`src/dcache_pkg.sv`:
```
// Geometry is fixed at 4 ways x 16 sets x 16-byte lines, so addresses are 32-bit byte addresses
`default_nettype none

package dcache_pkg;

	// Cache geometry
	localparam int WAYS = 4;
	localparam int SETS = 16;
	localparam int LINE_BYTES = 16;
	localparam int LINE_WORDS = 4;
	localparam int INDEX_W = 4;
	localparam int OFFSET_W = 4;
	localparam int TAG_W = 24;
	localparam int WAY_W = 2;
	localparam int AGE_W = 8;		// Aging tick when the timer is all ones

	// LRU status codes
	localparam logic [1:0] LRU_NEWEST = 2'd3;
	localparam logic [1:0] LRU_INVALID = 2'd0;

	typedef struct packed {
		logic [TAG_W-1:0] tag;
		logic [INDEX_W-1:0] index;
		logic [OFFSET_W-1:0] offset;
	} addr_t;

	typedef struct packed {
		logic [1:0] status;			// 0 invalid up to 3 most recent
		logic [TAG_W-1:0] tag;
	} tag_entry_t;

	// Write side works on bytes, read side on words
	typedef union packed {
		logic [LINE_WORDS-1:0][31:0] words;
		logic [LINE_BYTES-1:0][7:0] bytes;
	} line_u;

	typedef enum logic [1:0] {
		BYTE = 2'd0,
		HALF = 2'd1,
		WORD = 2'd2,
		NONE = 2'd3
	} up_order_t;

	// Granted write to the data RAMs and tags
	typedef struct packed {
		logic [WAYS-1:0] way_en;		// One hot or zero
		logic [INDEX_W-1:0] index;
		logic [LINE_BYTES-1:0] byte_en;
		line_u data;
		logic is_upload;
	} wr_cmd_t;

endpackage

`default_nettype wire

```
`src/dcache_way_ram.sv`:
```
// One way of line storage without reset; contents are undefined until a fill writes them
`timescale 1ns/100ps
`default_nettype none

module dcache_way_ram #(
	parameter int WAY_ID = 0
) (
	input logic iCLOCK,
	input dcache_pkg::wr_cmd_t wr_cmd,
	input logic [dcache_pkg::INDEX_W-1:0] rd_index,
	output dcache_pkg::line_u rd_line
);

	dcache_pkg::line_u mem [dcache_pkg::SETS];

	always_ff @(posedge iCLOCK) begin
		if (wr_cmd.way_en[WAY_ID]) begin
			for (int b = 0; b < dcache_pkg::LINE_BYTES; b++) begin
				if (wr_cmd.byte_en[b]) begin
					mem[wr_cmd.index].bytes[b] <= wr_cmd.data.bytes[b];
				end
			end
		end
	end

	assign rd_line = mem[rd_index];		// Asynchronous read

endmodule

`default_nettype wire

```
`config.mk`:
```
export PLATFORM = sky130hd
export DESIGN_NAME = dcache_way_ram
export DESIGN_NICKNAME = d
export VERILOG_FILES = /design/src/dcache_pkg.sv /design/src/dcache_way_ram.sv
export SDC_FILE = /design/constraint.sdc
export NUM_CORES = 2
export LEC_CHECK = 0
export BUFFER_PORTS_ARGS = -buffer_cell sky130_fd_sc_hd__buf_2
export CAP_MARGIN = 20
export CORE_MARGIN = 5
export CORE_UTILIZATION = 35
export CTS_CLUSTER_SIZE = 14
export DETAILED_ROUTE_END_ITERATION = 12
export PLACE_DENSITY = 0.58
export SLEW_MARGIN = 20
export SYNTH_ARGS = -nofsm -noshare
export SYNTH_HDL_FRONTEND = slang
export SYNTH_SLANG_ARGS = --single-unit
```
`constraint.sdc`:
```
create_clock -name iCLOCK -period 2.2 [get_ports iCLOCK]
set_input_delay 0.11 -clock iCLOCK [delete_from_list [all_inputs] [get_ports iCLOCK]]
set_output_delay 0.11 -clock iCLOCK [all_outputs]
set_load 0.02 [all_outputs]
```
# == After elaboration in Yosys (flattened, before gate mapping) ==
# Memories as Yosys holds them, arrays and structs flattened.
# Cells that the tools add are included.
# W data, S select, Z words.
# totals
regBits,0
latch_bits,0
mem_bits_rw,2048
rom_bits,0
output_inout_bits,128
mem_count,1
# op_classes
add_sub_neg,0
multipliers,0
div_mod_pow,0
order_cmp,0
n_eq_ne,0
n_shift,0
n_mux,48
n_bitwise,0
n_reduce_logical,0
# mem_list
name,words,width,rd,rd_clocked_by_memory_dff,write_ports,line,source
mem,16,128,1,0,1,dcache_way_ram.sv:14,dcache_pkg::line_u mem [dcache_pkg::SETS];
# op_table
operator,count
$mux W1,48

# == Depth between registers and ports, before layout ==
# depth
ltp_word,3
ltp_mapped,8
mapped_depth_nobuf,3

# == Worst setup path before layout ==
# OpenSTA, ideal clock, no wires.
# synth_timing
path_type,input-to-reg
start,input port wr_cmd[149] (netlist name)
end,memory mem[11][24] (netlist name) (enable)
setup_time_ns,0.370
arrival_ns,1.396
t_required_ns,1.830
setup_slack_ns,0.434
cell_stages,5
n_path_buf,3
path_cell_list,clkbuf_1 clkbuf_1 nand2_1 clkbuf_1 nor2_1
# synth_via
elab_chain_cells,2
# synth_rtl
element,line,source
from (decl),dcache_way_ram.sv:9,"input dcache_pkg::wr_cmd_t wr_cmd,"
$mux W1,dcache_way_ram.sv:17,if (wr_cmd.way_en[WAY_ID]) begin
$mux W1 (not written as such),dcache_way_ram.sv:20,mem[wr_cmd.index].bytes[b] <= wr_cmd.data.bytes[b];
to (decl),dcache_way_ram.sv:14,
# No other way between the ends.

==> out/qor.csv <==
stage,metric,value,unit
power_and_ir_drop,Sequential Power Share,51.7,%
clock_tree,CTS buffer count,206,
place,GPL Wtd Cong,0.763,
power_and_ir_drop,total power,84.2,mW
sta,# setup viols final,122,
clock_tree,clk buf depth,3,
sta,count of final max-slew check failures,0,
floorplanning,chip width,482,µm
synthesis,number of synthesized flops with an enable pin,2048,
clock_tree,H-tree Lvls,4,
synthesis,dominant cells by area after synthesis,"edfxtp_1 (79%), mux4_2 (14%), a22oi_1 (2.1%), nor2_1 (1.3%), mux2_2 (0.79%)",
routing,DR vias/cell,5.16,
power_and_ir_drop,P_sw,18.3,mW
global_route,largest net degree at the start of global routing,46,
clock_tree,Setup Buffers After CTS,0,
power_and_ir_drop,Peak VDD IR,0.726,mV
routing,drt initial violations,3879,
sta,Fin Hold WS,0.121,ns
power_and_ir_drop,Combinational Power Share,7.1,%
synthesis,average size of a mapped cell,22.2,µm²
routing,vias post-DR,39300,
power_and_ir_drop,PD cells,865,nW/µm²
synthesis,Synth area leader,edfxtp_1,
sta,Worst-Margin Slew,1.01,ns
job,max-cap violations,0,
synthesis,post-synthesis sequential area ratio,78.7,%
power_and_ir_drop,switching share of power,21.8,%
power_and_ir_drop,Internal Power,65.8,mW
floorplanning,Initial Util,35.2,%
synthesis,YS warnings,0,
power_and_ir_drop,clock share of power,41.3,%
place,dpl hpwl,134,mm
floorplanning,num rows,173,
synthesis,synth cell count leaders,"edfxtp_1 (2048), mux4_2 (482), nor2_1 (261)",
setup_path,Critical Path Sink Type,output port,
setup_path,crit path kind,reg2out,
sta,final worst slack,-0.297,ns
clock_tree,CTS tree,done,
sta,RSZ-0062 raised after global routing,yes,
setup_path,startpoint types,flop,
synthesis,post-synth top area share,78.7,%
hold_path,Hold/Removal Path Class,in2reg,
routing,First-pass DRT Iterations,5,
clock_tree,CTS Sinks,2048,
sta,relative max-transition margin,32.3,%
sta,Fin. Hold Viols,0,
layout,Util after Layout,43.8,%
setup_path,CP Max Fanout,1,
sta,final worst path period share,113,%
global_route,antenna violations before repair,25,
setup_path,Crit path arrival time,2.39,ns
global_route,first-pass GRT wire length,295,mm
synthesis,mapped cell area,78100,µm²
layout,non-filler instance count after layout,7615,
floorplanning,Vert. Die Dim,482,µm
floorplanning,core area,222000,µm²
layout,layout cells sized above 1,41.4,%
global_route,number of global-route vias before repair,40600,
synthesis,Netlist cell types,24,
place,port bufs,281,
layout,Final #Nets,4606,
floorplanning,die area,233000,µm²
layout,Area Growth Syn to Fin,24.6,%
floorplanning,num ports,286,
sta,fmax,401,MHz
global_route,gr ovfl total,0,
sta,Setup TNS Final,-9.98,ns
layout,max reg flops,2048,
clock_tree,root buffer cell,clkbuf_16,
power_and_ir_drop,Leakage Power,31.6,nW
routing,Routed WL,206,mm
sta,fin crit period,2.50,ns
synthesis,most common cell in the synthesized netlist,edfxtp_1,
routing,Antenna Nets Post-Route,0,
synthesis,syn nets,3682,
synthesis,"Top FF cell, synth",edfxtp_1,
routing,DRC viols,0,
clock_tree,clock transition at the registers of the reported paths,0.06,ns
setup_path,Crit path required time,2.09,ns
synthesis,asr flop ratio synth,0,%
global_route,gr usage total,17.6,%
synthesis,"FF+latch count, synth",2048,
routing,DR WL/cell,27.1,µm
place,DP Cell Count,7075,
outcome,failing checks,negative setup slack,
synthesis,Syn Inst Count,3524,
outcome,outcome,finished with violations,
[kinds of logic after synthesis]
kind of cell    share of synthesized area [%]
flops                                    78.7
compound gates                           2.61
simple gates                             2.26
buf+inv                                  1.45
mux                                      14.9
[per-layer routing]
metal / share of wire, % / wire length (µm) / global-route usage, %
met5: 0.019 / 39 / 0
met4: 2.8 / 5750 / 4.89
met3: 7.1 / 14600 / 3.88
met2: 49 / 100000 / 28.7
met1: 41 / 85200 / 24.0
[cell usage in the layout, fill, tap and decap left out, types with 17 or more instances in the layout]
cell type         n
mux2_2           47
a22oi_2         181
nand2_2          73
edfxtp_1       2048
buf_6           116
buf_12           78
clkinv_2         36
o221ai_1         20
clkbuf_16       207
bufinv_16        22
nand2_1          49
mux4_2          482
nor2b_1          21
buf_4           422
clkinv_1         56
nor2_1          257
a22oi_1          40
clkbuf_1         38
dlygate4sd3_1   145
buf_2           162
diode_2          17
[area by class of cell]
cell class                      instances  area [µm²]
Tap cell                             2975        3720
Antenna cell                           17        42.5
Clock buffer                          245        5320
Fill cell                           19100      125000
Timing Repair Buffer                  926        8340
Multi-Input combinational cell       1266       17000
Sequential cell                      2048       61500
Clock inverter                        138        1400
[power by group through the flow]
| stage | clock network, mW | registers [mW] | logic (mW) |
|---|---|---|---|
| 5_1_grt | 37.2 | 43.5 | 6.31 |
| 4_1_cts | 35.5 | 43.5 | 6.00 |
| 3_5_place_dp | 0 | 44.3 | 5.12 |
| 3_3_place_gp | 0 | 44.3 | 5.06 |
| 6_report | 34.7 | 43.5 | 5.95 |
| 2_1_floorplan | 0 | 44.3 | 2.54 |
[final timing paths]
kind / startpoint / to / depth (start not counted)
worst max-delay path: mem[5][108] / rd_line[108] / 4
worst min-delay path: wr_cmd[142] / mem[15][108] / 3
[timing repair]
item	4_1_cts	5_1_grt
gates resized for setup	487	63
hold buffers	145	0
pin swaps	231	51
endpoints found under the hold margin	2195	0
endpoints found under the setup margin	128	128
gates cloned	0	0
[per-stage QoR]
stage / instance area [µm²] / setup WS (ns)
floorplan: 78100 / 0.434
global placement: 87000 / -0.0303
detailed placement: 87000 / -0.0217
CTS: 97000 / -0.374
global route: 97300 / -0.358
finish: 97300 / -0.297
[worst max-delay path, stage by stage (launching register included)]
cell and delay [ns]:
edfxtp_1 0.38, mux4_2 0.50, mux2_4 0.30, o22a_4 0.23, buf_6 0.14
(Power assumes the default switching activity.)
