--- config.mk ---
export PLATFORM = sky130hd
export DESIGN_NAME = dcache_write_arbiter
export DESIGN_NICKNAME = d
export VERILOG_FILES = /design/src/dcache_pkg.sv /design/src/dcache_write_arbiter.sv
export SDC_FILE = /design/constraint.sdc
export NUM_CORES = 1
export LEC_CHECK = 0
export ABC_AREA = 1
export BUFFER_PORTS_ARGS = -buffer_cell sky130_fd_sc_hd__buf_4
export CORE_AREA = 2 2 152 154
export DETAILED_ROUTE_END_ITERATION = 12
export DIE_AREA = 0 0 154 156
export PLACE_DENSITY = 0.4
export SLEW_MARGIN = 20
export SYNTH_ARGS = -nofsm -noshare
export SYNTH_HDL_FRONTEND = slang
export SYNTH_SLANG_ARGS = --single-unit
--- constraint.sdc ---
create_clock -name vclk -period 1.2
set_clock_uncertainty 0.15 [all_clocks]
set_input_delay 0.06 -clock vclk [all_inputs]
set_output_delay 0.06 -clock vclk [all_outputs]
set_load 0.1 [all_outputs]
--- src/dcache_pkg.sv ---
// Geometry is fixed at 4 ways x 16 sets x 16-byte lines, so addresses are 32-bit byte addresses
`default_nettype none

package dcache_pkg;

	// Cache geometry
	localparam int WAYS = 4;
	localparam int SETS = 16;
	localparam int LINE_BYTES = 16;
	localparam int LINE_WORDS = 4;
	localparam int INDEX_W = 4;
	localparam int OFFSET_W = 4;
	localparam int TAG_W = 24;
	localparam int WAY_W = 2;
	localparam int AGE_W = 8;		// Aging tick when the timer is all ones

	// LRU status codes
	localparam logic [1:0] LRU_NEWEST = 2'd3;
	localparam logic [1:0] LRU_INVALID = 2'd0;

	typedef struct packed {
		logic [TAG_W-1:0] tag;
		logic [INDEX_W-1:0] index;
		logic [OFFSET_W-1:0] offset;
	} addr_t;

	typedef struct packed {
		logic [1:0] status;			// 0 invalid up to 3 most recent
		logic [TAG_W-1:0] tag;
	} tag_entry_t;

	// Write side works on bytes, read side on words
	typedef union packed {
		logic [LINE_WORDS-1:0][31:0] words;
		logic [LINE_BYTES-1:0][7:0] bytes;
	} line_u;

	typedef enum logic [1:0] {
		BYTE = 2'd0,
		HALF = 2'd1,
		WORD = 2'd2,
		NONE = 2'd3
	} up_order_t;

	// Granted write to the data RAMs and tags
	typedef struct packed {
		logic [WAYS-1:0] way_en;		// One hot or zero
		logic [INDEX_W-1:0] index;
		logic [LINE_BYTES-1:0] byte_en;
		line_u data;
		logic is_upload;
	} wr_cmd_t;

endpackage

`default_nettype wire

--- src/dcache_write_arbiter.sv ---
// Uploads always take the write port, so a fill stalls whenever up_req is high
`timescale 1ns/100ps
`default_nettype none

module dcache_write_arbiter (
	input logic up_req,
	input dcache_pkg::addr_t up_addr,
	input dcache_pkg::up_order_t up_order,
	input logic [31:0] up_data,
	input logic up_hit,
	input logic [dcache_pkg::WAY_W-1:0] up_way,
	input logic wr_req,
	input dcache_pkg::addr_t wr_addr,
	input dcache_pkg::line_u wr_line,
	input logic [dcache_pkg::WAY_W-1:0] victim_way,
	output logic wr_busy,
	output dcache_pkg::wr_cmd_t wr_cmd
);

	logic [dcache_pkg::LINE_BYTES-1:0] up_byte_en;

	// Aligned lanes at the offset
	always_comb begin
		case (up_order)
			dcache_pkg::BYTE: up_byte_en = 16'h0001 << up_addr.offset;
			dcache_pkg::HALF: up_byte_en = 16'h0003 << {up_addr.offset[3:1], 1'b0};
			dcache_pkg::WORD: up_byte_en = 16'h000f << {up_addr.offset[3:2], 2'b00};
			default: up_byte_en = '0;
		endcase
	end

	always_comb begin
		wr_cmd = '0;
		wr_cmd.is_upload = up_req;
		if (up_req) begin
			wr_cmd.index = up_addr.index;
			wr_cmd.byte_en = up_byte_en;
			wr_cmd.data.words = {dcache_pkg::LINE_WORDS{up_data}};	// Same word in every slot
			if (up_hit && up_order != dcache_pkg::NONE) begin
				wr_cmd.way_en = dcache_pkg::WAYS'(1) << up_way;
			end
			// Misses are dropped, memory below holds the data
		end else if (wr_req) begin
			wr_cmd.index = wr_addr.index;
			wr_cmd.byte_en = '1;
			wr_cmd.data = wr_line;
			wr_cmd.way_en = dcache_pkg::WAYS'(1) << victim_way;
		end
	end

	assign wr_busy = up_req;

	// A granted way always gets at least one byte
	always_comb begin
		assert ($onehot0(wr_cmd.way_en) && (wr_cmd.way_en == '0 || wr_cmd.byte_en != '0))
			else $error("write port enables a bad way or byte set");
	end

endmodule

`default_nettype wire

After elaboration in Yosys (flattened, before gate mapping)
Cells that the tools add are included.
- input bits: 233
- flip-flop bits (word level): 0
- equality and inequality tests: 3
- shift-type cells: 5
- multiplexer cells: 4
- reduce and logical (&&, ||, !) cells: 2
- operators by type and width (cell ; number):
    152-bit 2-to-1 mux ; 2
    16-bit case mux with 3 select lines ; 1
    1-bit by 4-bit left shift with 16-bit output, first input constant ; 1
    2-bit by 4-bit left shift with 16-bit output, first input constant ; 1
    4-bit by 4-bit left shift with 16-bit output, first input constant ; 1
    1-bit by 2-bit left shift with 4-bit output, first input constant ; 2
    4-bit 2-to-1 mux ; 1
    2-bit by 1-bit equality test with 1-bit output, second input constant ; 1
    2-bit equality test, second input constant ; 1
    2-bit logical NOT ; 1
    2-bit != test, second input constant ; 1
    1-bit logical AND ; 1

Longest topological paths before layout
- depth in word-level cells: 4
- depth in mapped cells: 8

Least setup slack after synthesis
No wires, ideal clock.
- path kind: input to output
- start: in up_hit
- end: out wr_cmd[149] (netlist bit)
- path buffers: 0
- required time: 0.990 ns
- arrival: 1.932 ns
- stages on the path: 3
- path slack: -0.942 ns
- path through: a21boi_0 nand3_1 o22ai_1
- RTL lines (item ; RTL line ; source):
    start: declaration ; dcache_write_arbiter.sv:10 ; input logic up_hit,
    end: declaration ; dcache_write_arbiter.sv:17 ; output dcache_pkg::wr_cmd_t wr_cmd

==> metrics.yaml <==
placement:
  hpwl_mm: 12.5
  globalplace.congestion: 0.778
  io_buffers: 335
  place_worst_setup_slack_ns: -0.225
  place_area_mm2: 0.00595
  dpl.cell_count: 1088
timing:
  rsz0062_at_grt: "yes"
  fin_hold_ws_ns: 0.309
  slew_viol_final: 0
  worstMarginPinSlew_ns: 0.387
  tns_ns: -5.25
  worst_slack_ns: -0.108
  slew_headroom: 0.742
  finalSetupViolCount: 99
  max_freq_mhz: 765
  fin_crit_ns: 1.31
  finalHoldViolCount: 0
  min_period_over_period: 1.09
floorplan:
  die_y_um: 156
  die_area_mm2: 0.0240
  io_pins: 387
  rows: 55
  core_area_mm2: 0.0224
  initial_core_util: 0.0798
  die_width_um: 154
finish:
  clkbuf_count: 0
  post-route-util: 0.421
  finalNetCount: 1063
  stdcell_area_mm2: 0.00942
  stdcell_count: 1113
  syn2layout_area_growth_pct: 428
  antenna_cells: 0
  register_area_um2: 0
  seq_cells: 0
  drive_above_1_share: 0.905
grt:
  grt_max_degree: 22
  grt_overflow: 0
  grt_pass1_wl_mm: 23.1
  antenna_found_initial: 0
  grtUsageTotal: 0.119
  grt_pass1_vias: 4377
detailed_routing:
  routed-wl-met3_mm: 1.22
  vias: 4334
  viasPerCell: 3.89
  drc_errors: 0
  wl_met2_mm: 9.90
  top_layer: "met4"
  drtPass1Iterations: 4
  wl_per_cell_um: 15.9
  drt-met1-wl_mm: 6.37
  drt_wl_total_mm: 17.7
  antenna_left: 0
  drt_iter0_markers: 86
min_path:
  hold_path_class: "in2out"
  hold_path.startpoint: "up_way[1]"
  holdPathStages: 3
  min_to: "wr_cmd[149]"
synth:
  netlist-cell-type-count: 15
  yosys.area.top_type: "nand2_1"
  ys_seq_area_frac: 0
  yosys_warnings: 0
  syn_inst: 443
  synth_top_area_frac: 0.734
  synth_area_per_cell_um2: 4.03
  synth.top_cells.by_area: "nand2_1 73%, nand3_1 7.0%, buf_2 4.2%"
  syn_nets: 676
  syn_area_mm2: 0.00178
critical_path:
  cpMaxStageDelayCell: "clkbuf_16"
  cp.arrival_ns: 1.10
  crit_chain: "buf_8 > inv_8 > nor2_4 > buf_12 > buf_12 > clkbuf_16 > nand2_2 > nand2_4 > buf_12"
  critPathKind: "in2out"
  crit_fanout: 7
  startpoint: "wr_req"
  endpoint_kind: "primary output"
  worstPathRequired_ns: 0.99
  cpPeakStageDelay_ns: 0.17
  startpoint_type: "primary input"
  cp_common_cell: "buf_12"
status:
  outcome: "finished, violations left"
  violations: "setup timing"
flow_run:
  maxCapViolations: 0
power:
  p_sw_frac: 0.623
  p_int_mw: 2.57
  p_per_area_mw_per_mm2: 723
  pwr-share-comb: 1.000
  ir_drop_uv: 456
  pwr-share-seq: 0
  p_total_mw: 6.81
  power_switching_mw: 4.24
  p_leak_nw: 4.58
  clkPwrFrac: 0
clock_network:
  hold_buffers: 0
==> power by group through the flow <==
stage | clock, mW | combinational [mW] | sequential (mW)
4_1_cts | 0 | 6.08 | 0
6_report | 0 | 6.81 | 0
5_1_grt | 0 | 7.02 | 0
2_1_floorplan | 0 | 3.67 | 0
3_3_place_gp | 0 | 5.06 | 0
3_5_place_dp | 0 | 5.05 | 0
==> routing by layer <==
metal	vias to the layer above	track usage
li1	2132	-
met1	1987	0.137
met2	199	0.233
met3	16	0.0233
met4	0	0.00979
met5	-	0
==> worst max path at each step <==
stage / to
4_1_cts: wr_cmd[84]
6_report: wr_cmd[80]
2_1_floorplan: wr_cmd[141]
3_5_place_dp: wr_cmd[124]
3_3_place_gp: wr_cmd[56]
5_1_grt: wr_cmd[32]
==> layout make-up <==
class	count	area (um2)
inverters	13	104
multi-input cells	405	3420
fillers	2090	12900
repair buffers	410	5540
well taps	285	357
==> placed cells by master, fill, tap and decap left out <==
cell,instances
inv_6,1
a22o_4,3
clkinvlp_4,2
o22ai_4,2
buf_16,1
nand3_4,6
buf_12,168
inv_1,5
a22o_2,1
nor2_1,1
clkinv_8,2
inv_8,2
nor2_4,9
nand2_4,144
nand2_8,6
nand2_1,67
buf_4,209
nor2_2,10
clkbuf_16,14
o21ai_4,2
nand2_2,132
nand3_1,4
inv_4,1
a21boi_2,1
nand4_1,2
nand3_2,15
buf_8,6
buf_6,12
==> cell families (layout without fill, tap and decap cells) <==
family          count (synthesis)  count (layout)  share of synthesized area
simple gates                  396             396                      0.865
buf+inv                        38             423                     0.0989
compound gates                  9               9                     0.0365
==> Yosys cell counts, drive strengths merged <==
library cell and count:
nand3 25, buf 19, o22ai 2, a21boi 1, o21ai 2, nor2 20, nand4 2, nand2 349
inv 13, clkbuf 6, a22o 4
==> critical path, delay by kind of cell <==
kind                   cells  cell delay (ns)
buffers and inverters      6             0.74
and+or+nand+nor            3             0.29
==> timing repair <==
action                     4_1_cts  5_1_grt
resized for setup              415      348
setup endpoints to repair      152      152
gates cloned                     2       15
setup buffers                    3        7
pin swaps                        3       31
Note: power is estimated with default switching activity, not from simulation.
