File: src/dcache_pkg.sv
// Geometry is fixed at 4 ways x 16 sets x 16-byte lines, so addresses are 32-bit byte addresses
`default_nettype none

package dcache_pkg;

	// Cache geometry
	localparam int WAYS = 4;
	localparam int SETS = 16;
	localparam int LINE_BYTES = 16;
	localparam int LINE_WORDS = 4;
	localparam int INDEX_W = 4;
	localparam int OFFSET_W = 4;
	localparam int TAG_W = 24;
	localparam int WAY_W = 2;
	localparam int AGE_W = 8;		// Aging tick when the timer is all ones

	// LRU status codes
	localparam logic [1:0] LRU_NEWEST = 2'd3;
	localparam logic [1:0] LRU_INVALID = 2'd0;

	typedef struct packed {
		logic [TAG_W-1:0] tag;
		logic [INDEX_W-1:0] index;
		logic [OFFSET_W-1:0] offset;
	} addr_t;

	typedef struct packed {
		logic [1:0] status;			// 0 invalid up to 3 most recent
		logic [TAG_W-1:0] tag;
	} tag_entry_t;

	// Write side works on bytes, read side on words
	typedef union packed {
		logic [LINE_WORDS-1:0][31:0] words;
		logic [LINE_BYTES-1:0][7:0] bytes;
	} line_u;

	typedef enum logic [1:0] {
		BYTE = 2'd0,
		HALF = 2'd1,
		WORD = 2'd2,
		NONE = 2'd3
	} up_order_t;

	// Granted write to the data RAMs and tags
	typedef struct packed {
		logic [WAYS-1:0] way_en;		// One hot or zero
		logic [INDEX_W-1:0] index;
		logic [LINE_BYTES-1:0] byte_en;
		line_u data;
		logic is_upload;
	} wr_cmd_t;

endpackage

`default_nettype wire

File: src/dcache_read_port.sv
// Data comes from the RAMs at the buffered index, so writes during a stall show in the held result
`timescale 1ns/100ps
`default_nettype none

module dcache_read_port (
	input logic iCLOCK,
	input logic inRESET,
	input logic flush,
	input logic rd_req,
	input dcache_pkg::addr_t rd_addr,
	input logic rd_stall,
	input logic rd_busy,
	input logic rd_hit_now,
	input logic [dcache_pkg::WAY_W-1:0] rd_hit_way,
	input dcache_pkg::line_u lines [dcache_pkg::WAYS],
	output logic [dcache_pkg::INDEX_W-1:0] rd_index,
	output logic rd_valid,
	output logic rd_hit,
	output logic [31:0] rd_data
);

	logic b_valid;
	logic b_hit;
	logic [dcache_pkg::WAY_W-1:0] b_way;
	logic [1:0] b_word;
	logic [dcache_pkg::INDEX_W-1:0] b_index;

	always_ff @(posedge iCLOCK or negedge inRESET) begin
		if (!inRESET) begin
			b_valid <= 1'b0;
			b_hit <= 1'b0;
		end else if (flush) begin
			b_valid <= 1'b0;
			b_hit <= 1'b0;
		end else if (!rd_stall) begin
			b_valid <= rd_req && !rd_busy;		// Refused requests are re-presented
			b_hit <= rd_hit_now;
		end
	end

	always_ff @(posedge iCLOCK) begin
		if (!rd_stall) begin
			b_way <= rd_hit_way;
			b_word <= rd_addr.offset[3:2];
			b_index <= rd_addr.index;
		end
	end

	assign rd_index = b_index;
	assign rd_valid = b_valid && !rd_stall;
	assign rd_hit = rd_valid && b_hit;
	assign rd_data = rd_hit ? lines[b_way].words[b_word] : 32'h0;

endmodule

`default_nettype wire

File: config.mk
export PLATFORM = sky130hd
export DESIGN_NAME = dcache_read_port
export DESIGN_NICKNAME = d
export VERILOG_FILES = /design/src/dcache_pkg.sv /design/src/dcache_read_port.sv
export SDC_FILE = /design/constraint.sdc
export NUM_CORES = 1
export LEC_CHECK = 0
export BUFFER_PORTS_ARGS = -buffer_cell sky130_fd_sc_hd__buf_2
export CORE_AREA = 2 2 227 229
export CTS_CLUSTER_DIAMETER = 150
export DETAILED_ROUTE_END_ITERATION = 10
export DIE_AREA = 0 0 229 231
export PLACE_DENSITY = 0.33
export SETUP_SLACK_MARGIN = 0.2
export SLEW_MARGIN = 10
export SYNTH_ARGS = -nofsm -noshare
export SYNTH_HDL_FRONTEND = slang
export SYNTH_SLANG_ARGS = --single-unit
File: constraint.sdc
create_clock -name iCLOCK -period 3.1 [get_ports iCLOCK]
set_clock_uncertainty 0.15 [all_clocks]
set_input_delay 0.155 -clock iCLOCK [delete_from_list [all_inputs] [get_ports iCLOCK]]
set_output_delay 0.155 -clock iCLOCK [all_outputs]
set_load 0.01 [all_outputs]
# After elaboration in Yosys (flattened, before gate mapping)
# Index checks and enable logic that the tools add are counted.
# totals
ff_bits,10
# classes
n_reduce_logical,5
n_lt_le_gt_ge,2
bitwise,1
n_eq_ne,1
n_mux,10
# op_table
cell,count
128-bit binary-select mux with 2-bit select,1
128-bit 2-to-1 mux,2
32-bit binary-select mux with 2-bit select,1
32-bit 2-to-1 mux,2
1-bit 2-to-1 mux,4
"3-bit >= comparator, second input constant",1
1-bit logical AND,3
"2-bit by 3-bit < comparator with 1-bit output, second input constant",1
2-bit NOT with 3-bit output,1
1-bit zero test,2
"2-bit inequality test, second input constant",1

# Longest topological paths before layout
# Gate-level depths: netlist (run 1).
# depth
depth_word,7
depth_mapped,6

# Least setup slack after synthesis (run 1)
# No wires, ideal clock.
# synth_path
kind,register to output
start,register b_way[0] (netlist bit)
end,output rd_data[12]
path_slack_ps,1344
path_stages_with_launch,6
path_buffers,2
arrival_time_ps,1451
path_cell_list,edfxtp_1 -> buf_4 -> buf_4 -> mux4_2 -> nand3b_1 -> o211ai_1
# synth_via
elab_chain_len,7
# synth_lines
element,line,source
from (decl),dcache_read_port.sv:24,logic [dcache_pkg::WAY_W-1:0] b_way;
from (signal assigned),dcache_read_port.sv:43,b_way <= rd_hit_way;
2-bit NOT with 3-bit output (not written as such),dcache_read_port.sv:52,assign rd_data = rd_hit ? lines[b_way].words[b_word] : 32'h0;
128-bit binary-select mux with 2-bit select,dcache_read_port.sv:52,
128-bit 2-to-1 mux (not written as such) (2 in series),dcache_read_port.sv:52,
32-bit binary-select mux with 2-bit select,dcache_read_port.sv:52,
32-bit 2-to-1 mux (not written as such),dcache_read_port.sv:52,
32-bit 2-to-1 mux,dcache_read_port.sv:52,
to (decl),dcache_read_port.sv:19,output logic [31:0] rd_data
# Every way passes these cells. The select of a mux whose other input is x is not followed.

# Final worst setup path (run 1)
# layout_path
start,register b_way[0] (netlist bit)
end,output rd_data[18]
# Same word-level chain as after synthesis.

==> results.toml, run 1 <==
[worst_setup_path]
r2r_slack_ps = 2240
end_kind = "primary output"
path_delay_family = "multiplexers"
slowest_delay_ps = 580
startpoint = "b_way[0]"
crit_buf_inv = 3
worst-path-max-fanout = 54
critPathSlowestCell = "mux4_2"
r2r_start = "b_valid"
required_ps = 2790
path_class = "reg2out"
cp.arrival_ps = 2440
ff2ff_path_depth = 2
cp-start-kind = "flop"
r2r_end = "b_valid"
crit_path_cell_trace = "buf_12, mux4_2, mux2i_1, buf_4, o211ai_1, buf_2"

[hold_path]
hold_path_depth = 3
hp-start = "rd_hit_now"
whs_endpoint = "b_hit"
hp-class = "in2reg"

[synthesis]
ys_ff_latch = 10
synth_nets = 878
synth_area_mm2 = 0.00448
ys_types = 20
yosys_warnings = 0
synth_sequential_area_ratio = 0.0648
avgSynthCellArea_um2 = 13.8
synth_cells = 325

[grt]
grt_remaining_overflow = 0
antenna_found_initial = 5
grt_max_degree = 71
grt_pass1_vias = 6187
grtUsageTotal = 0.102
busiest_layer = "met2"
use_met1 = 0.126
use_met3 = 0.0191
grt_pass1_wl_um = 40900
grt_use_met2 = 0.187

[placed_design]
dp_slack_ps = 575
port_buffers = 564
gp_congestion = 0.886
dpl.hpwl_um = 25600
dpl_cell_area_mm2 = 0.00809

[final_layout]
utilization = 0.163
drive_above_1_share = 0.820
syn_to_final_growth_pct = 84.7
stdcell_area_mm2 = 0.00827
fillerInstances = 5814
layout.nets = 1426

[power_and_ir_drop]
clkPwrFrac = 0.157
p_leak_uw = 0.00372
p_sw_uw = 486
powerDensity_mw_per_mm2 = 177
ir_worst_vdd_mv = 0.271
swShare = 0.331
p_int_uw = 981
pwr-share-comb = 0.731
p_seq_frac = 0.112

[timing]
rsz0062_at_grt = "no"
finalHoldViolations = 0
fmax_mhz = 364
min_period_over_period = 0.886
slew_headroom = 0.597
tns_ps = 0
period_needed_ps = 2750
setup_viol = 0
final_max_slew_viol_count = 0
layout_setup_ws_ps = 355
tightest_slew_ps = 605

[floorplanning]
die_area_mm2 = 0.0529
die_w_um = 229
core_area_mm2 = 0.0507
num_rows = 83
start_util = 0.0883
die_h_um = 231
io_pins = 591

[flow_run]
drv_cap = 0

[cts]
path_clk_slew_ps = 40
htree_levels = 1
cts.sinks = 10
cts_tree = "yes"
numCtsBuffers = 3
cts_root_buffer = "clkbuf_16"
ctsLongestPathBuffers = 2
insertion_delay_ps = 230

[detailed_routing]
routedWlPerCell_um = 18.6
vias = 5745
via_per_inst = 3.70
drtIter0Drc = 200
drtAntennaViolNets = 0
wirelength_um = 28900
drt-pass1-iter-count = 6
drc = 0

[run_status]
status = "complete, no violations"
cell type report:
class                   instances  area (µm²)  area share
well taps                     680         851       0.103
clock buffers                   3        75.1     0.00908
inverters                       1        3.75    0.000454
diodes                          1        2.50    0.000303
flip-flops and latches         10         290      0.0351
clock inverters                 1        3.75    0.000454
multi-input cells             265        3910       0.473
repair buffers                592        3130       0.379
sequential cells by signal (all words and copies together) (netlist names):
register	cells
rd_index	4
b_way	2
b_word	2
b_hit	1
b_valid	1
timing repair:
action	CTS	global route
hold endpoints to repair	12	0
gates resized for setup	0	0
hold buffers	10	0
buffers inserted	0	0
worst register-to-register path, cell delays in order (launching register included):
cell     delay (ps)
dfrtp_1         390
a21oi_1         150
nor2_1           60
metrics by stage:
stage	hold WS, ps	power (µW)	instances
2_1_floorplan	-291	755	325
3_3_place_gp	-204	1240	1538
3_5_place_dp	-205	1250	1538
4_1_cts	10.6	1490	1552
5_1_grt	30.3	1560	1552
6_report	6.86	1470	1553
metal layers:
layer  wire length (µm)  share of wire
met4                485          0.017
met2              14700           0.51
met5                 55         0.0019
met1              11700           0.40
met3               2020          0.070
Yosys cell counts, drive strengths merged:
cell / count / area, µm²
dfrtp: 2 / 50.1
mux4: 128 / 2880
mux2i: 33 / 330
clkbuf: 26 / 97.6
o211ai: 32 / 240
inv: 1 / 3.75
nor2b: 1 / 6.26
nor2: 2 / 7.51
nand3: 32 / 160
a21oi: 1 / 5.00
nand2b: 1 / 6.26
buf: 23 / 180
nand3b: 32 / 240
edfxtp: 8 / 240
and4b: 1 / 10.0
nor3b: 1 / 7.51
and3b: 1 / 8.76
worst max-delay path by stage:
stage / to / slack [ps] / cells after the start
after floorplan: rd_data[12] / 1340 / 5
after global placement: rd_data[18] / 600 / 6
after detailed placement: rd_data[18] / 570 / 6
after CTS: rd_data[18] / 310 / 6
after global routing: rd_data[18] / 210 / 6
final: rd_data[18] / 350 / 6
power by group through the flow:
stage / Combinational (µW) / Sequential (µW) / Clock [µW]
3_5_place_dp: 1080 / 165 / 0
2_1_floorplan: 591 / 164 / 0
5_1_grt: 1160 / 165 / 237
4_1_cts: 1090 / 163 / 236
6_report: 1070 / 164 / 230
3_3_place_gp: 1080 / 165 / 0
cell usage in the layout (no fill, tap or decap), drive strengths merged:
cell type / count
buf: 582
o211ai: 32
nor2: 2
and3b: 1
edfxtp: 8
clkinv: 1
dlygate4sd3: 10
diode: 1
mux4: 128
nand2b: 1
inv: 1
nor2b: 1
nand3b: 32
and4b: 1
a21oi: 1
dfrtp: 2
nand3: 32
nor3b: 1
mux2i: 33
clkbuf: 3
cells by family (layout without fill, tap and decap cells):
group | after synthesis | count (layout) | share of synthesized area
multiplexers | 161 | 161 | 0.718
flip-flops | 10 | 10 | 0.0648
buffers and inverters | 50 | 597 | 0.0629
other | 0 | 1 | 0
AND/OR/NAND/NOR | 71 | 71 | 0.0998
AO/OA/AOI/OAI | 33 | 33 | 0.0548
Power figures use the tool's default switching activity.
==> inputs of run 2 (changes only) <==
Settings changed: BUFFER_PORTS_ARGS -buffer_cell sky130_fd_sc_hd__buf_2 to unset, CORE_AREA 2 2 227 229 to 2 2 229 231, DIE_AREA 0 0 229 231 to 0 0 231 233, DONT_BUFFER_PORTS set to 1, PLACE_DENSITY 0.33 to 0.3.
==> run 2 against run 1 <==
  * Sequential power grew 7%
  * Design area is 34% lower
  * Worst setup slack better by 6.3 ps
  * Wire length is 14% lower
  * Flip-flop and latch count stayed put
  * Hold slack gained 4.4 ps
  * Maximum frequency up 0.23%
  * Non-clock buffer count down 568
  * Clock power about the same
  * Sequential share of layout area grew 1.8 points
  * Combinational power shrank 34%
  * Clock-buffer cell count rose by 1
  * Largest cell class unchanged
==> results.toml, run 2 (same netlist as run 1, synthesis figures left out) <==
[cts]
path_clk_slew_ps = 40
ctsLongestPathBuffers = 2
cts_tree = "yes"
cts_setup_buffers = 0
insertion_delay_ps = 230
cts.sinks = 10
htree_levels = 1
numCtsBuffers = 3
cts_root_buffer = "clkbuf_16"
ctsResizeCount = 0

[floorplanning]
die_h_um = 233
start_util = 0.0876
die_area_mm2 = 0.0538
die_w_um = 231
core_area_mm2 = 0.0511
num_rows = 83
io_pins = 591

[timing]
tns_ps = 0
min_period_over_period = 0.884
tightest_slew_ps = 777
period_needed_ps = 2740
setup_viol = 0
final_max_slew_viol_count = 0
rsz0062_at_grt = "no"
slew_headroom = 0.482
fmax_mhz = 365
finalHoldViolations = 0

[detailed_routing]
drc = 0
wirelength_um = 25000
via_per_inst = 3.78
met3_length_um = 3120
top_layer_used = "met5"
drtAntennaViolNets = 0
drt-pass1-iter-count = 4
wl_met2_um = 12900
drtIter0Drc = 230
routedWlPerCell_um = 25.3
vias = 3742
wl_met1_um = 8700

[worst_setup_path]
cp.arrival_ps = 2430
worst-path-max-fanout = 71
cp-start-kind = "flop"
path_class = "reg2out"
r2r_slack_ps = 1700
end_kind = "primary output"
required_ps = 2790

[grt]
grtUsageTotal = 0.0829
grt_pass1_wl_um = 32400
grt_max_degree = 72
antenna_found_initial = 12
grt_pass1_vias = 4231
grt_remaining_overflow = 0

[final_layout]
fillerInstances = 5844
multi_input_area_mm2 = 0.00391
final_cell_mix = "mux4_2, mux2i_1, nand3b_1, nand3_1, o211ai_1"
regArea_um2 = 290
syn_to_final_growth_pct = 21.6
layout.nets = 858
largest_reg_flops = 4
final_common_cell = "mux4_2"
drive_above_1_share = 0.477

[power_and_ir_drop]
ir_worst_vdd_mv = 0.296
powerDensity_mw_per_mm2 = 205
finalPower_uw = 1120
p_leak_uw = 0.00143

[run_status]
status = "complete, no violations"

[placed_design]
port_buffers = 0
dpl.hpwl_um = 22100
gp_congestion = 0.881

[flow_run]
drv_cap = 0

[hold_path]
hp-class = "in2async"
run 2: worst max-delay path, cell delays in order (launching register included):
cell,delay [ps]
edfxtp_1,450
buf_12,390
mux4_2,670
mux2i_1,210
buf_4,160
o211ai_1,140
run 2: report_power, final:
group          internal, µW  switching [µW]
Sequential              157            19.2
Clock                   172            59.9
Combinational           419             291
Total                   748             370
run 2: per-layer routing:
layer | up-vias | track usage
li1 | 1448 | -
met1 | 1891 | 0.0950
met2 | 377 | 0.149
met3 | 20 | 0.0294
met4 | 6 | 0.0137
met5 | - | 0
run 2: final timing paths:
path,start,to,cells past startpoint
setup reg to reg,b_hit,b_hit,3
min in group iCLOCK,rd_busy,b_valid,3
max in group asynchronous,inRESET,b_valid,1
hold / removal,inRESET,b_hit,1
hold reg to reg,b_valid,b_valid,2
setup / recovery,b_way[0],rd_data[18],5
run 2: per-stage QoR:
| stage | instance area (µm²) | setup slack (ps) | util | std cells | hold WS [ps] |
|---|---|---|---|---|---|
| 4_1_cts | 5430 | 352 | 0.106 | 984 | 11.7 |
| 3_5_place_dp | 5230 | 602 | 0.102 | 968 | -290 |
| 6_report | 5450 | 361 | 0.107 | 989 | 11.2 |
| 3_3_place_gp | 5230 | 686 | 0.102 | 968 | -290 |
| 2_1_floorplan | 4480 | 1340 | - | 325 | -291 |
| 5_1_grt | 5440 | 238 | 0.106 | 986 | 22.7 |
run 2: timing repair:
item | in CTS | in global routing
endpoints found under the setup margin | 0 | 0
hold buffers | 12 | 0
endpoints found under the hold margin | 12 | 0
run 2: layout make-up:
class	count	area share
antenna	5	0.00230
clock buffer	4	0.0145
inverter	1	0.000689
multi-input combinational	265	0.718
sequential	10	0.0533
tap	680	0.156
timing repair buffer	24	0.0547
