File: src/dcache_pkg.sv
// Geometry is fixed at 4 ways x 16 sets x 16-byte lines, so addresses are 32-bit byte addresses
`default_nettype none

package dcache_pkg;

	// Cache geometry
	localparam int WAYS = 4;
	localparam int SETS = 16;
	localparam int LINE_BYTES = 16;
	localparam int LINE_WORDS = 4;
	localparam int INDEX_W = 4;
	localparam int OFFSET_W = 4;
	localparam int TAG_W = 24;
	localparam int WAY_W = 2;
	localparam int AGE_W = 8;		// Aging tick when the timer is all ones

	// LRU status codes
	localparam logic [1:0] LRU_NEWEST = 2'd3;
	localparam logic [1:0] LRU_INVALID = 2'd0;

	typedef struct packed {
		logic [TAG_W-1:0] tag;
		logic [INDEX_W-1:0] index;
		logic [OFFSET_W-1:0] offset;
	} addr_t;

	typedef struct packed {
		logic [1:0] status;			// 0 invalid up to 3 most recent
		logic [TAG_W-1:0] tag;
	} tag_entry_t;

	// Write side works on bytes, read side on words
	typedef union packed {
		logic [LINE_WORDS-1:0][31:0] words;
		logic [LINE_BYTES-1:0][7:0] bytes;
	} line_u;

	typedef enum logic [1:0] {
		BYTE = 2'd0,
		HALF = 2'd1,
		WORD = 2'd2,
		NONE = 2'd3
	} up_order_t;

	// Granted write to the data RAMs and tags
	typedef struct packed {
		logic [WAYS-1:0] way_en;		// One hot or zero
		logic [INDEX_W-1:0] index;
		logic [LINE_BYTES-1:0] byte_en;
		line_u data;
		logic is_upload;
	} wr_cmd_t;

endpackage

`default_nettype wire

File: src/dcache_tag_store.sv
// Tags live in flops and are searched combinationally; aging only moves while rd_stall is low
`timescale 1ns/100ps
`default_nettype none

module dcache_tag_store (
	input logic iCLOCK,
	input logic inRESET,
	input logic flush,
	input logic rd_req,
	input dcache_pkg::addr_t rd_addr,
	input logic rd_stall,
	output logic rd_busy,
	output logic [dcache_pkg::WAY_W-1:0] rd_hit_way,
	output logic rd_hit_now,
	input dcache_pkg::addr_t up_addr,
	output logic up_hit,
	output logic [dcache_pkg::WAY_W-1:0] up_way,
	input dcache_pkg::addr_t wr_addr,
	output logic [dcache_pkg::WAY_W-1:0] victim_way,
	input dcache_pkg::wr_cmd_t wr_cmd
);

	dcache_pkg::tag_entry_t tags [dcache_pkg::WAYS][dcache_pkg::SETS];
	dcache_pkg::tag_entry_t [dcache_pkg::WAYS-1:0] rd_set;
	dcache_pkg::tag_entry_t [dcache_pkg::WAYS-1:0] up_set;
	dcache_pkg::tag_entry_t [dcache_pkg::WAYS-1:0] wr_set;
	logic [dcache_pkg::AGE_W-1:0] age_timer;
	logic age_tick;
	logic fill_now;

	// Lowest valid way with a matching tag
	function automatic logic [dcache_pkg::WAY_W:0] hit_check(
		input logic [dcache_pkg::TAG_W-1:0] tag,
		input dcache_pkg::tag_entry_t [dcache_pkg::WAYS-1:0] set_e
	);
		logic [dcache_pkg::WAY_W:0] res;
		res = '0;
		for (int w = dcache_pkg::WAYS - 1; w >= 0; w--) begin
			if (set_e[w].status != dcache_pkg::LRU_INVALID && set_e[w].tag == tag) begin
				res = {1'b1, w[dcache_pkg::WAY_W-1:0]};
			end
		end
		return res;
	endfunction

	// Matching line first, then invalid, status 1, status 2, else the last way
	function automatic logic [dcache_pkg::WAY_W-1:0] victim_search(
		input logic [dcache_pkg::TAG_W-1:0] tag,
		input dcache_pkg::tag_entry_t [dcache_pkg::WAYS-1:0] set_e
	);
		logic [dcache_pkg::WAY_W:0] hit;
		logic [dcache_pkg::WAY_W-1:0] way;
		logic found;
		hit = hit_check(tag, set_e);
		found = hit[dcache_pkg::WAY_W];
		way = found ? hit[dcache_pkg::WAY_W-1:0] : '1;
		for (int s = 0; s < 3; s++) begin
			for (int w = 0; w < dcache_pkg::WAYS; w++) begin
				if (!found && set_e[w].status == s[1:0]) begin
					way = w[dcache_pkg::WAY_W-1:0];
					found = 1'b1;
				end
			end
		end
		return way;
	endfunction

	always_comb begin
		for (int w = 0; w < dcache_pkg::WAYS; w++) begin
			rd_set[w] = tags[w][rd_addr.index];
			up_set[w] = tags[w][up_addr.index];
			wr_set[w] = tags[w][wr_addr.index];
		end
	end

	assign {rd_hit_now, rd_hit_way} = hit_check(rd_addr.tag, rd_set);
	assign {up_hit, up_way} = hit_check(up_addr.tag, up_set);
	assign victim_way = victim_search(wr_addr.tag, wr_set);

	// A fill into the read set would change the hit under the request
	assign fill_now = |wr_cmd.way_en && !wr_cmd.is_upload;
	assign rd_busy = rd_stall || (rd_req && fill_now && wr_cmd.index == rd_addr.index);

	assign age_tick = (age_timer == '1) && !rd_stall;

	always_ff @(posedge iCLOCK or negedge inRESET) begin
		if (!inRESET) begin
			age_timer <= '0;
		end else if (flush) begin
			age_timer <= '0;
		end else if (!rd_stall) begin
			age_timer <= age_timer + 1'b1;
		end
	end

	always_ff @(posedge iCLOCK or negedge inRESET) begin
		if (!inRESET) begin
			for (int w = 0; w < dcache_pkg::WAYS; w++) begin
				for (int s = 0; s < dcache_pkg::SETS; s++) begin
					tags[w][s].status <= dcache_pkg::LRU_INVALID;
				end
			end
		end else if (flush) begin
			for (int w = 0; w < dcache_pkg::WAYS; w++) begin
				for (int s = 0; s < dcache_pkg::SETS; s++) begin
					tags[w][s].status <= dcache_pkg::LRU_INVALID;
				end
			end
		end else if (|wr_cmd.way_en) begin
			for (int w = 0; w < dcache_pkg::WAYS; w++) begin
				if (wr_cmd.way_en[w] && wr_cmd.is_upload) begin
					if (tags[w][wr_cmd.index].status != dcache_pkg::LRU_NEWEST) begin
						tags[w][wr_cmd.index].status <= tags[w][wr_cmd.index].status + 2'd1;
					end
				end else if (wr_cmd.way_en[w]) begin
					tags[w][wr_cmd.index].status <= dcache_pkg::LRU_NEWEST;
					tags[w][wr_cmd.index].tag <= wr_addr.tag;
				end
			end
		end else begin
			if (age_tick) begin
				for (int w = 0; w < dcache_pkg::WAYS; w++) begin
					for (int s = 0; s < dcache_pkg::SETS; s++) begin
						if (tags[w][s].status > 2'd1) begin
							tags[w][s].status <= tags[w][s].status - 2'd1;
						end
					end
				end
			end
			// Read refresh overrides the aging of its own entry
			if (rd_req && !rd_busy && rd_hit_now) begin
				tags[rd_hit_way][rd_addr.index].status <= dcache_pkg::LRU_NEWEST;
			end
		end
	end

	// Each tag write is the upload's hit way or the fill's victim, never a mix
	assert property (@(posedge iCLOCK) disable iff (!inRESET)
		(|wr_cmd.way_en) |-> (wr_cmd.is_upload
			? (up_hit && wr_cmd.way_en == (dcache_pkg::WAYS'(1) << up_way))
			: (wr_cmd.way_en == (dcache_pkg::WAYS'(1) << victim_way))));

endmodule

`default_nettype wire

File: config.mk
export PLATFORM = sky130hd
export DESIGN_NAME = dcache_tag_store
export DESIGN_NICKNAME = d
export VERILOG_FILES = /design/src/dcache_pkg.sv /design/src/dcache_tag_store.sv
export SDC_FILE = /design/constraint.sdc
export NUM_CORES = 2
export LEC_CHECK = 0
export BUFFER_PORTS_ARGS = -buffer_cell sky130_fd_sc_hd__buf_4
export CELL_PAD_IN_SITES_DETAIL_PLACEMENT = 0
export CELL_PAD_IN_SITES_GLOBAL_PLACEMENT = 2
export CORE_ASPECT_RATIO = 0.6
export CORE_MARGIN = 2
export CORE_UTILIZATION = 35
export CTS_CLUSTER_SIZE = 10
export DETAILED_ROUTE_END_ITERATION = 16
export GPL_TIMING_DRIVEN = 1
export HOLD_SLACK_MARGIN = 0.12
export PLACE_DENSITY = 0.74
export SYNTH_ARGS = -nofsm -noshare
export SYNTH_HDL_FRONTEND = slang
export SYNTH_SLANG_ARGS = --single-unit
export TNS_END_PERCENT = 5
File: constraint.sdc
create_clock -name iCLOCK -period 8.6 [get_ports iCLOCK]
set_input_delay 1.72 -clock iCLOCK [delete_from_list [all_inputs] [get_ports iCLOCK]]
set_output_delay 1.72 -clock iCLOCK [all_outputs]
set_load 0.02 [all_outputs]
==> Word-level counts from Yosys, hierarchy flattened <==
Index checks and enable logic that the tools add are counted.
{ "word_totals": {"ff_bits": 1672, "inputBits": 254, "elab_cells": 839} }
{ "op_classes": {"add_sub_neg": 69, "n_lt_le_gt_ge": 72, "n_eq_ne": 43, "mux": 441, "bitwise_logic": 6, "n_reduce_logical": 79} }
{ "ops": {"columns": ["operator", "n"], "rows": [
  ["$mux W416", 13],
  ["$bwmux W416", 12],
  ["$mux W1664", 2],
  ["$bmux W26 S4", 16],
  ["$bwmux W1664", 1],
  ["$mux W26", 34],
  ["$demux W416 S2", 1],
  ["$mux W2", 333],
  ["$demux W26 S4", 3],
  ["$eq A24 B24 Y1", 12],
  ["$gt A2 B1 Y1 const B", 64],
  ["$sub A2 B1 Y2 const B", 64],
  ["$logic_and A1 B1 Y1", 37],
  ["$mux W3", 12],
  ["$ne A4 B3 Y1 const B", 8],
  ["$reduce_bool A2 Y1", 13],
  ["$mux W24", 1],
  ["$ne A3 B2 Y1 const B", 8],
  ["$ge A5 B5 Y1 const B", 4],
  ["$not A4 Y5", 4],
  ["$reduce_and A5 Y1", 4],
  ["$mux W8", 2],
  ["$logic_not A1 Y1", 15],
  ["$mux W1", 11],
  ["16 further kinds", 36]
]} }

==> Depth between registers and ports, before layout <==
{ "depth": {"depth_word": 46, "mapped_depth": 19, "mapped_depth_nobuf": 11} }

==> Worst setup path before layout <==
Ideal clock, no wire load.
{ "synth_path": {"path_kind": "input to output", "start": "in up_addr[4] (netlist name)", "end": "out up_way[0] (netlist name)", "arrival_ns": 5.347, "t_required_ns": 6.880, "slack_ns": 1.533, "path_stages": 10, "cell_sequence": "clkbuf_1 clkbuf_1 clkbuf_1 clkbuf_1 mux4_2 mux4_2 xor2_1 nor4_1 nand4_1 a21boi_0"} }
{ "synth_via": {"elab_chain_len": 10, "elab_cells_between_ends": 29, "classes_between": "4 x eq/ne; 16 x mux; 1 x bitwise; 8 x reduce/logical"} }
{ "synth_lines": {"columns": ["item", "line", "source"], "rows": [
  ["start, declared", "dcache_tag_store.sv:15", "input dcache_pkg::addr_t up_addr,"],
  ["$not A4 Y5 (not written as such) (*)", "dcache_tag_store.sv:71", "up_set[w] = tags[w][up_addr.index];"],
  ["$bmux W26 S4", "dcache_tag_store.sv:71", null],
  ["$mux W26 (not written as such) (2 in series)", "dcache_tag_store.sv:71", null],
  ["$eq A24 B24 Y1 or $reduce_bool A2 Y1 (tied branches)", "dcache_tag_store.sv:39", "if (set_e[w].status != dcache_pkg::LRU_INVALID && set_e[w].tag == tag) begin"],
  ["$logic_and A1 B1 Y1", "dcache_tag_store.sv:39", null],
  ["$mux W3 (3 in series)", "dcache_tag_store.sv:39", null],
  ["$mux W3 (*)", "dcache_tag_store.sv:39", null],
  ["end, declared", "dcache_tag_store.sv:17", "output logic [dcache_pkg::WAY_W-1:0] up_way,"]
]} }
Every way passes the cells marked *; elsewhere a longest branch is shown, timed or not. The select of a mux whose other input is x is not followed.

==> Worst setup path in the final report <==
{ "layout_path": {"start": "in rd_addr[4] (netlist name)", "end": "out rd_hit_way[1] (netlist name)"} }
{ "layout_via": {"elab_chain_len": 10, "elab_cells_between_ends": 29, "classes_between": "4 x eq/ne; 16 x mux; 1 x bitwise; 8 x reduce/logical"} }
{ "layout_lines": {"columns": ["item", "line", "source"], "rows": [
  ["start, declared", "dcache_tag_store.sv:10", "input dcache_pkg::addr_t rd_addr,"],
  ["$not A4 Y5 (not written as such) (*)", "dcache_tag_store.sv:70", "rd_set[w] = tags[w][rd_addr.index];"],
  ["$bmux W26 S4", "dcache_tag_store.sv:70", null],
  ["$mux W26 (not written as such) (2 in series)", "dcache_tag_store.sv:70", null],
  ["$eq A24 B24 Y1 or $reduce_bool A2 Y1 (tied branches)", "dcache_tag_store.sv:39", null],
  ["$logic_and A1 B1 Y1", "dcache_tag_store.sv:39", null],
  ["$mux W3 (3 in series)", "dcache_tag_store.sv:39", null],
  ["$mux W3 (*)", "dcache_tag_store.sv:39", null],
  ["end, declared", "dcache_tag_store.sv:13", "output logic [dcache_pkg::WAY_W-1:0] rd_hit_way,"]
]} }
Marked as above.

==> reports/metrics.yaml <==
hold_class: "reg -> reg"
floorplan.die_area_um2: 312300
post_synth_instance_area_um2: 107700
dominantRegCellSynth: "edfxtp_1"
routedWlPerCell_um: 51.71
power.leakage_nw: 36.07
post-cts-setup-buffers: 0
critPathCaptureType: "output port"
synth.avg_cell_area_um2: 13.14
dp_cells: 12140
final_max_slew_viol_count: 30
postSynthCellCount: 8194
synth_enable_flop_cells: 1536
cts_tree: "built"
clock-skew-final_ps: 64.52
cts_max_path_buffers: 4
num_rows: 157
initial_standard_cell_utilization_of_the_core: 0.3524
yosys_warnings: 0
critical_path_peak_fanout: 40
critPathKind: "in -> out"
cts_hold_buffers: 0
period_needed_ps: 8505
cts_repair_resize_count: 1
power_density_nw_per_um2: 164.2
grt_first_pass_wirelength_mm: 831.3
status: "complete, but fails checks"
syn2layout_area_growth_pct: 12.56
dr.pass1.iters: 9
final_hpwl_dp_mm: 437.8
final_min_period_over_clock_period: 0.9889
grt_start_max_net_pins: 155
failed_checks: "max-capacitance violations, max-slew violations"
design_power_total_mw: 19.90
die_w_um: 720.1
max_cap_viol_count: 4
num_vias: 92360
design.core.area_um2: 305700
setup.worst_path.start_class: "primary input"
routed_wl_mm: 644.5
rsz0062_at_grt: "false"
initialDrtViolationCount: 20370
layout-drive-gt1-share: 0.2872
avgViaCountPerCell: 7.410
route.detailed.drc: 0
synthesized_flop_and_latch_total: 1672
nNetsFinal: 8613
synth_cell_types: 95
ctsRootBufferMaster: "clkbuf_16"
timing.final.setup_violations: 0
die-height_um: 433.7
grt_antenna_before_repair: 90
insertion_delay_ps: 940
clock_tree.htree_level_count: 4
data_arrival_time_at_the_worst_slack_endpoint_ps: 6780
synth-seq-area-share: 0.4599
ioPinCount: 263
max_slew.worst_pin.slew_ps: 1554
hold_violations: 0
gp_routability_congestion: 1.055
numCtsBuffers: 199
clk_pin_slew_worst_paths_ps: 60
final_antenna_net_count: 0
synthesis.nets: 8517
final.setup.worst_slack_ps: 95.35
achievable-frequency_ghz: 0.1176
first_global_vias: 83900
ys_async_sr_fraction: 0.08134
data_required_time_at_the_worst_endpoint_ps: 6880
timing.max_slew.rel_slack: -0.03929
place_worst_setup_slack_ps: -7.707
grt.total_usage: 0.4035
gr-total-overflow: 0
instances_no_fill: 12460
cts.sink_count: 1672
place.port_buffers: 106
irDropWorstVdd_mv: 0.1800
cell usage after synthesis, drive strengths merged, types with 8 or more instances:
master	instances	area share
nand2	639	0.022
nand2b	15	0.00087
nor3	62	0.0029
o2111ai	10	0.00081
or3	14	0.00081
edfxtp	1536	0.43
nor3b	8	0.00056
a211oi	47	0.0034
ha	69	0.0080
a311oi	15	0.0012
xor2	110	0.0089
o31ai	37	0.0026
xnor2	191	0.016
o22ai	40	0.0023
o211ai	11	0.00077
mux2i	309	0.029
nor2	1797	0.063
a221oi	52	0.0043
and2	23	0.0014
buf	278	0.017
and3	16	0.00093
o21ai	122	0.0057
clkbuf	473	0.017
or2	35	0.0020
nor4	43	0.0028
a31oi	79	0.0050
dlygate4sd3	9	0.00084
nand4	49	0.0028
a21oi	158	0.0080
mux4	1287	0.27
mux2	78	0.0082
a22oi	245	0.017
inv	17	0.00059
nand3	44	0.0020
a22o	14	0.0011
nor2b	38	0.0022
dfrtp	136	0.032
worst max-delay path, stage by stage:
cell and delay, ps:
buf_8 190, buf_12 300, and2_2 360, buf_4 300
buf_4 260, a22oi_1 760, a211oi_1 230, a2111oi_0 610
buf_4 200, o211a_1 140, nand4_1 160, or3_1 440
and2_2 220, a211oi_2 470, buf_4 240
sequential cells by signal, indices dropped and copies added, names as in the netlist:
register / flops
tags: 1664
age_timer: 8
kinds of logic after synthesis:
group | count (synthesis) | synth area share
AOI/OAI and AO/OA | 888 | 0.05727
xor gates and xnor gates | 301 | 0.02448
adders and majority gates | 69 | 0.008016
buffers and inverters | 781 | 0.03634
DFF | 1672 | 0.4599
muxes | 1674 | 0.3075
and+or+nand+nor | 2809 | 0.1066
placed cells by master, fill, tap and decap left out, types with 35 or more instances in the layout:
master     count
a211oi_1      43
a21oi_1      138
a221oi_1      50
a22oi_1      245
a31oi_1       75
buf_12        71
buf_4        572
clkbuf_1      36
clkbuf_16    202
dfrtp_1      136
diode_2       64
edfxtp_1    1536
ha_1          69
mux2_2        78
mux2i_1      305
mux4_1        41
mux4_2      1245
nand2_1      631
nand3_1       44
nand4_1       49
nor2_1      1719
nor2_4        77
nor2b_1       35
nor3_1        55
o21ai_0      122
o22ai_1       40
o31ai_1       37
or2_2         35
xnor2_1      188
xor2_1       110
stage by stage:
step	hold WS (ps)	TNS (ps)	instance area [um2]	utilization
floorplan	502.4	0	107700	-
global placement	531.9	0	115600	0.3783
detailed placement	556.3	-7.707	115600	0.3783
CTS	564.3	0	121100	0.3960
global route	600.8	0	121100	0.3962
finish	569.4	0	121200	0.3966
metal layers:
layer	GRT usage	part of all wire
met1	0.5248	0.37
met3	0.2659	0.20
met5	0.01664	0.0020
met2	0.5008	0.37
met4	0.2018	0.058
final timing paths:
path / startpoint / endpoint / slack [ps] / cells past startpoint
hold / removal: age_timer[1]$_DFFE_PN0P_ / age_timer[1]$_DFFE_PN0P_ / 570 / 2
hold reg to reg: age_timer[1]$_DFFE_PN0P_ / age_timer[1]$_DFFE_PN0P_ / 570 / 2
max in group asynchronous: inRESET / tags[831]$_DFFE_PN0P_ / 5970 / 3
setup / recovery: rd_addr[4] / rd_hit_way[1] / 100 / 15
setup reg to reg: tags[1659]$_DFFE_PP_ / tags[1195]$_DFFE_PN0P_ / 3930 / 12
min in group asynchronous: inRESET / tags[1298]$_DFFE_PN0P_ / 740 / 1
power by group:
| group | internal (mW) | leakage (nW) | total (mW) | switching, mW |
|---|---|---|---|---|
| sequential | 8.87 | 12.6 | 8.99 | 0.122 |
| clock | 4.32 | 2.65 | 8.01 | 3.69 |
| combinational | 0.860 | 20.8 | 2.90 | 2.04 |
| total | 14.0 | 36.1 | 19.9 | 5.85 |
final cells by class:
type | instances | area (um2)
fillers | 28540 | 184400
multi-input cells | 5741 | 55060
flip-flops and latches | 1672 | 49530
repair buffers | 655 | 5884
clock buffers | 240 | 5218
well taps | 4054 | 5072
clock inverters | 17 | 215.2
diodes | 64 | 160.2
inverters | 21 | 91.34
Power figures use the tool's default switching activity.
